==> src/lc3b_macros.svh <==
`ifndef LC3B_MACROS_SVH
`define LC3B_MACROS_SVH

// data and address width
`define LC3B_WORD_W 16

// register index width, also the BR nzp field
`define LC3B_REG_W 3

// testbench memory depth in words
`define TB_MEM_WORDS 256

`endif

==> src/lc3b_types.sv <==
`include "lc3b_macros.svh"

package lc3b_types;

    typedef logic [`LC3B_WORD_W-1:0] lc3b_word;
    typedef logic [`LC3B_REG_W-1:0] lc3b_reg;
    typedef logic [2:0] lc3b_nzp;

    typedef enum logic [3:0] {
        op_br   = 4'b0000,
        op_add  = 4'b0001,
        op_ldb  = 4'b0010,
        op_stb  = 4'b0011,
        op_jsr  = 4'b0100,
        op_and  = 4'b0101,
        op_ldr  = 4'b0110,
        op_str  = 4'b0111,
        op_rti  = 4'b1000,
        op_not  = 4'b1001,
        op_ldi  = 4'b1010,
        op_sti  = 4'b1011,
        op_jmp  = 4'b1100,
        op_shf  = 4'b1101,
        op_lea  = 4'b1110,
        op_trap = 4'b1111
    } lc3b_opcode;

    // address source
    typedef enum logic [2:0] {
        marmux_alu      = 3'd0,
        marmux_pc       = 3'd1,
        marmux_br_add   = 3'd2,
        marmux_trap     = 3'd4,
        marmux_indirect = 3'd5
    } marmux_sel_t;

    // store data source
    typedef enum logic [2:0] {
        mdrmux_sr1_high = 3'd2,
        mdrmux_sr2      = 3'd3,
        mdrmux_sr2_byte = 3'd4
    } mdrmux_sel_t;

    // write-back source
    typedef enum logic [2:0] {
        rfmux_alu       = 3'd0,
        rfmux_mem       = 3'd1,
        rfmux_br_add    = 3'd2,
        rfmux_pc        = 3'd3,
        rfmux_zext_low  = 3'd4,
        rfmux_zext_byte = 3'd6
    } regfilemux_sel_t;

    typedef struct packed {
        lc3b_opcode      opcode;
        logic            load_cc;
        logic            load_regfile;
        logic            mem_read;
        logic            mem_write;
        logic [1:0]      mem_byte_enable;
        marmux_sel_t     marmux_sel;
        mdrmux_sel_t     mdrmux_sel;
        regfilemux_sel_t regfilemux_sel;
    } lc3b_control_word;

    typedef struct packed {
        logic             valid;
        lc3b_control_word ctrl;
        lc3b_word         alu_out;
        lc3b_word         pc_out;
        lc3b_word         br_add_out;
        lc3b_word         sr1_out;
        lc3b_word         sr2_out;
        lc3b_word         instruction;
        lc3b_reg          dest;
    } ex_mem_t;

    typedef struct packed {
        logic     valid;
        logic     load_regfile;
        lc3b_reg  dest;
        lc3b_word regfile_data;
        logic     br_en;
        logic     jmp_jsr_en;
        logic     b11;
        logic     trap_en;
        lc3b_word trap_mem;
    } mem_wb_t;

endpackage

==> src/lc3b_mem_pipe.sv <==
`timescale 1ns/100ps

module lc3b_mem_pipe
    import lc3b_types::*;
(
    input  logic       clk,
    input  logic       rst_n,
    input  ex_mem_t    in_item,
    output logic       ready,
    input  logic       resp,
    input  lc3b_word   rdata,
    output logic       read,
    output logic       write,
    output logic [1:0] wmask,
    output lc3b_word   address,
    output lc3b_word   wdata,
    output mem_wb_t    wb_item,
    output logic       flush,
    output lc3b_word   br_target
);

    ex_mem_t ex_stage_item;
    mem_wb_t mem_stage_item;
    logic    stall;

    assign ready = !stall;

    // holds the item while memory is busy
    pipe_reg #(
        .payload_t (ex_mem_t)
    ) ex_mem_reg (
        .clk    (clk),
        .rst_n  (rst_n),
        .hold   (stall),
        .bubble (!in_item.valid),
        .d      (in_item),
        .q      (ex_stage_item)
    );

    mem_access mem_access_i (
        .clk     (clk),
        .rst_n   (rst_n),
        .item    (ex_stage_item),
        .resp    (resp),
        .rdata   (rdata),
        .read    (read),
        .write   (write),
        .wmask   (wmask),
        .address (address),
        .wdata   (wdata),
        .stall   (stall)
    );

    mem_result mem_result_i (
        .clk       (clk),
        .rst_n     (rst_n),
        .item      (ex_stage_item),
        .address   (address),
        .rdata     (rdata),
        .resp      (resp),
        .stall     (stall),
        .out_item  (mem_stage_item),
        .flush     (flush),
        .br_target (br_target)
    );

    // bubble into write-back during a stall
    pipe_reg #(
        .payload_t (mem_wb_t)
    ) mem_wb_reg (
        .clk    (clk),
        .rst_n  (rst_n),
        .hold   (1'b0),
        .bubble (stall),
        .d      (mem_stage_item),
        .q      (wb_item)
    );

endmodule

==> src/mem_access.sv <==
`timescale 1ns/100ps

module mem_access
    import lc3b_types::*;
(
    input  logic       clk,
    input  logic       rst_n,
    input  ex_mem_t    item,
    input  logic       resp,
    input  lc3b_word   rdata,
    output logic       read,
    output logic       write,
    output logic [1:0] wmask,
    output lc3b_word   address,
    output lc3b_word   wdata,
    output logic       stall
);

    logic        ind_op;
    logic        ind_q;
    lc3b_word    ind_ptr;
    lc3b_word    trap_vec;
    marmux_sel_t mar_sel;

    assign ind_op   = item.valid && (item.ctrl.opcode == op_ldi || item.ctrl.opcode == op_sti);
    assign trap_vec = lc3b_word'({item.instruction[7:0], 1'b0});

    // first indirect step reads the pointer, second step uses it
    always_comb begin
        mar_sel = item.ctrl.marmux_sel;
        if (ind_op) begin
            mar_sel = ind_q ? marmux_indirect : marmux_alu;
        end
    end

    always_comb begin
        case (mar_sel)
            marmux_pc:       address = item.pc_out;
            marmux_br_add:   address = item.br_add_out;
            marmux_trap:     address = trap_vec;
            marmux_indirect: address = ind_ptr;
            default:         address = item.alu_out;
        endcase
    end

    always_comb begin
        if (ind_op && !ind_q) begin
            read  = 1'b1;
            write = 1'b0;
        end else if (ind_op) begin
            read  = (item.ctrl.opcode == op_ldi);
            write = (item.ctrl.opcode == op_sti);
        end else begin
            read  = item.valid && item.ctrl.mem_read;
            write = item.valid && item.ctrl.mem_write;
        end
    end

    always_comb begin
        case (item.ctrl.mdrmux_sel)
            mdrmux_sr1_high: wdata = item.sr1_out << 8;
            mdrmux_sr2_byte: wdata = address[0] ? item.sr2_out << 8 : item.sr2_out;
            default:         wdata = item.sr2_out;
        endcase
    end

    always_comb begin
        if (item.ctrl.opcode == op_stb) begin
            wmask = address[0] ? 2'b10 : 2'b01;
        end else begin
            wmask = item.ctrl.mem_byte_enable;
        end
    end

    assign stall = ((read || write) && !resp) || (ind_op && !ind_q);

    always_ff @(posedge clk) begin
        if (!rst_n) begin
            ind_q <= 1'b0;
        end else if (resp) begin
            ind_q <= ind_op && !ind_q;
        end
    end

    // pointer word from the first access
    always_ff @(posedge clk) begin
        if (!rst_n) begin
            ind_ptr <= '0;
        end else if (resp && ind_op && !ind_q) begin
            ind_ptr <= rdata;
        end
    end

endmodule

==> src/mem_result.sv <==
`timescale 1ns/100ps

module mem_result
    import lc3b_types::*;
(
    input  logic     clk,
    input  logic     rst_n,
    input  ex_mem_t  item,
    input  lc3b_word address,
    input  lc3b_word rdata,
    input  logic     resp,
    input  logic     stall,
    output mem_wb_t  out_item,
    output logic     flush,
    output lc3b_word br_target
);

    logic [7:0] ld_byte;
    lc3b_word   regfile_data;
    lc3b_nzp    cc_d;
    lc3b_nzp    cc_q;
    logic       br_taken;
    logic       trap_en;

    // odd address selects the high byte
    assign ld_byte = address[0] ? rdata[15:8] : rdata[7:0];

    always_comb begin
        case (item.ctrl.regfilemux_sel)
            rfmux_mem:       regfile_data = rdata;
            rfmux_br_add:    regfile_data = item.br_add_out;
            rfmux_pc:        regfile_data = item.pc_out;
            rfmux_zext_low:  regfile_data = {8'h00, rdata[7:0]};
            rfmux_zext_byte: regfile_data = {8'h00, ld_byte};
            default:         regfile_data = item.alu_out;
        endcase
    end

    always_comb begin
        cc_d[2] = regfile_data[15];
        cc_d[1] = (regfile_data == '0);
        cc_d[0] = !regfile_data[15] && (regfile_data != '0);
    end

    always_ff @(posedge clk) begin
        if (!rst_n) begin
            cc_q <= '0;
        end else if (item.valid && item.ctrl.load_cc && !stall) begin
            cc_q <= cc_d;
        end
    end

    // dest carries the nzp field for BR
    assign br_taken  = item.valid && (item.ctrl.opcode == op_br) && |(item.dest & cc_q);
    assign flush     = br_taken;
    assign br_target = br_taken ? item.br_add_out : '0;

    assign trap_en = item.valid && (item.ctrl.opcode == op_trap) && resp;

    always_comb begin
        out_item.valid        = item.valid && !stall;
        out_item.load_regfile = item.ctrl.load_regfile;
        out_item.dest         = item.dest;
        out_item.regfile_data = regfile_data;
        out_item.br_en        = br_taken;
        out_item.jmp_jsr_en   = item.valid &&
                                (item.ctrl.opcode == op_jmp || item.ctrl.opcode == op_jsr);
        out_item.b11          = item.instruction[11];
        out_item.trap_en      = trap_en;
        out_item.trap_mem     = trap_en ? rdata : '0;
    end

endmodule

==> src/pipe_reg.sv <==
`timescale 1ns/100ps

module pipe_reg #(
    parameter type payload_t = logic
) (
    input  logic     clk,
    input  logic     rst_n,
    input  logic     hold,
    input  logic     bubble,
    input  payload_t d,
    output payload_t q
);

    // hold wins over bubble so a stalled item is never lost
    always_ff @(posedge clk) begin
        if (!rst_n) begin
            q <= '0;
        end else if (hold) begin
            q <= q;
        end else if (bubble) begin
            q <= '0;
        end else begin
            q <= d;
        end
    end

endmodule

==> config.mk <==
export PLATFORM = sky130hd
export DESIGN_NAME = lc3b_mem_pipe
export DESIGN_NICKNAME = d
export VERILOG_FILES = /design/src/lc3b_types.sv /design/src/lc3b_mem_pipe.sv /design/src/mem_access.sv /design/src/mem_result.sv /design/src/pipe_reg.sv
export VERILOG_INCLUDE_DIRS = /design/src
export SDC_FILE = /design/constraint.sdc
export NUM_CORES = 1
export LEC_CHECK = 0
export BUFFER_PORTS_ARGS = -buffer_cell sky130_fd_sc_hd__buf_2
export CAP_MARGIN = 30
export CELL_PAD_IN_SITES_DETAIL_PLACEMENT = 2
export CELL_PAD_IN_SITES_GLOBAL_PLACEMENT = 2
export CORE_MARGIN = 5
export CORE_UTILIZATION = 25
export DETAILED_ROUTE_END_ITERATION = 7
export GPL_TIMING_DRIVEN = 0
export PLACE_DENSITY = 0.82
export SETUP_SLACK_MARGIN = 0.5
export SLEW_MARGIN = 0
export SYNTH_ARGS = -nofsm -noshare
export SYNTH_HDL_FRONTEND = slang
export SYNTH_SLANG_ARGS = --single-unit
==> constraint.sdc <==
create_clock -name clk -period 2.61 [get_ports clk]
set_input_delay 0.522 -clock clk [delete_from_list [all_inputs] [get_ports clk]]
set_output_delay 0.522 -clock clk [all_outputs]
set_load 0.01 [all_outputs]
==> results_dict.tcl <==
set metrics [dict create \
    p_leak_uw 0.00496 \
    ys_seq_area_frac 0.455 \
    endpoint_kind "output port" \
    synthCells 928 \
    dp_hpwl_um 27900 \
    synth_area_leader_cell "dfxtp_1" \
    grt_antenna_before_repair 9 \
    worstSetupEndpoint "wdata[9]" \
    overflow 0 \
    fin_ws_ps -791 \
    hold_class "input port to flip-flop" \
    start_util 0.253 \
    fin_skew_ps 15.8 \
    arrival_ps 2880 \
    cts-root-buf "clkbuf_16" \
    num_rows 62 \
    drt_iter0_markers 908 \
    syn-num-nets 1066 \
    clock_latency_ps 450 \
    reg2reg_from "ex_mem_reg.q[107]" \
    final_area_um2 12100 \
    cts_tree "built" \
    finalPower_uw 6990 \
    syn-cell-area_um2 7250 \
    drive_above_1_share 0.476 \
    syn_area_per_cell_um2 7.81 \
    first_pass_iters 6 \
    grt_usage 0.239 \
    totalWireLength_um 49800 \
    post-route-period-util 1.30 \
    rsz0062_at_grt "yes" \
    syn_to_final_growth_pct 66.8 \
    yosysTopAreaCellShare 0.455 \
    final_max_slew_viol_count 0 \
    r2r_end "mem_result_i.cc_q[0]" \
    final_util 0.421 \
    grt_pass1_wl_um 59700 \
    maxSlewHeadroom 0.341 \
    die_h_um 180 \
    ios 233 \
    clkSinkCount 165 \
    status "finished with violations" \
    fp.dieW_um 180 \
    final_common_cell "buf_2" \
    reg2reg_slack_ps -770 \
    synth_edf_count 0 \
    drtAntennaViolNets 0 \
    grt_pass1_vias 9645 \
    vias 9392 \
    hold_viol_final 0 \
    worstMarginPinSlew_ps 988 \
    ys_ff_latch 165 \
    clk_pin_slew_worst_paths_ps 70 \
    nets 1381 \
    hold_buffers 0 \
    drc 0 \
    core_area_um2 28700 \
    cts_buffer_depth 2 \
    setup_viol 52 \
    synthFlopType "dfxtp_1" \
    worst_ep_required_time_ps 2090 \
    place_inst 1529 \
    port_buffers 216 \
    ys_types 57 \
    die-area_um2 32500 \
    vias_per_cell 5.72 \
    fin_crit_ps 3400 \
    powerDensity_nw_per_um2 578 \
    routedWlPerCell_um 30.3 \
    synthTopCellsByArea "dfxtp_1 (46%), a21oi_1 (9.3%), nand2_1 (9.3%), nand3_1 (7.5%), and2_1 (3.5%)" \
    clock.fmax_mhz 294 \
    startpoint "ex_mem_reg.q[107]" \
    layout_common_cells "buf_2 (180), nand2_1 (159), dfxtp_1 (153), buf_6 (76), a21oi_1 (74)" \
    cp-start-kind "flip-flop" \
    grt_max_degree 17 \
    ir_drop_mv 0.511 \
    yosysWarnings 0 \
    cap_viol_max_count 0 \
    crit_fanout 8 \
    placed_area_um2 8920 \
    gp_congestion 0.878 \
    cts_made_buffers 17 \
    layout.cells.non_filler 1643 \
    critPathKind "flip-flop to output port" \
    htreeDepth 4 \
    pre_cts_ws_ps -370 \
    synthArstFlopShare 0 \
    failed_checks "setup timing" \
    ff2ff_path_depth 13 \
]
repair_timing:
item / CTS / global route
gates resized for setup: 200 / 265
endpoints found under the setup margin: 209 / 211
pin swaps: 48 / 131
gates cloned: 4 / 6
setup buffers: 31 / 38
power breakdown:
part           switching, uW  total, uW  internal [uW]
registers                113       2720           2610
logic                    753       1280            524
clock network           1180       2990           1810
total                   2050       6990           4940
flip-flops by register name (all words and copies together) (netlist names):
register,cells
ex_mem_reg.q,104
mem_access_i.ind_ptr,16
mem_access_i.ind_q,1
mem_result_i.cc_q,3
mem_wb_reg.q,41
per-layer routing:
layer,global-route usage,part of all wire,up-vias
li1,-,-,3905
met1,0.267,0.36,4686
met2,0.407,0.48,557
met3,0.0813,0.084,228
met4,0.119,0.069,16
met5,0,0.0019,-
through the flow:
step	hold WS, ps	TNS [ps]
global route	315	-25560
finish	330	-24550
detailed placement	453	-6830
CTS	335	-12060
floorplan	427	0
global placement	440	-12870
synthesized netlist by cell type (7+ instances only):
library cell    n
nand2b_1        7
a222oi_1       20
clkbuf_1       51
nand2_1       179
nor3_1          7
a31oi_1         8
buf_2          15
a22oi_1        12
nor2_1         47
dfxtp_1       165
a21oi_1       135
and2_1         40
and3_1         13
nor2b_1         8
o21ai_0        15
inv_1          13
mux2i_1        11
nand3_1       108
final cells by class:
class	instances	area, um^2
fill	3114	16600
clock buffer	21	480
sequential	165	3340
antenna	3	7.51
multi-input combinational	673	4650
tap	384	480
inverter	15	68.8
timing repair buffer	296	2200
buffer	75	671
clock inverter	11	196
worst max-delay path, stage by stage (launching register included):
cell      delay, ps
dfxtp_4         450
nor2_4           80
xnor2_2         190
o211ai_1        530
and2_4          310
and3_4          210
buf_8           140
nor2_4           60
buf_6           190
nand2_2          70
nand2_2          60
buf_6           130
cell families after synthesis:
logic type,after synthesis,share of synthesized area
mux,12,0.0167
xor+xnor,1,0.00121
flops,165,0.455
buf+inv,90,0.0530
compound gates,232,0.198
simple gates,428,0.276
how the worst min path moves through the flow:
stage	startpoint	to	slack [ps]	cells past startpoint
finish	in_item[0]	ex_mem_reg.q[0]	330	3
floorplan	ex_mem_reg.q[112]	ex_mem_reg.q[112]	430	2
global placement	ex_mem_reg.q[14]	ex_mem_reg.q[14]	440	2
detailed placement	mem_access_i.ind_ptr[8]	mem_access_i.ind_ptr[8]	450	2
global route	in_item[0]	ex_mem_reg.q[0]	310	3
CTS	in_item[28]	ex_mem_reg.q[28]	340	3
Power figures use the tool's default switching activity.
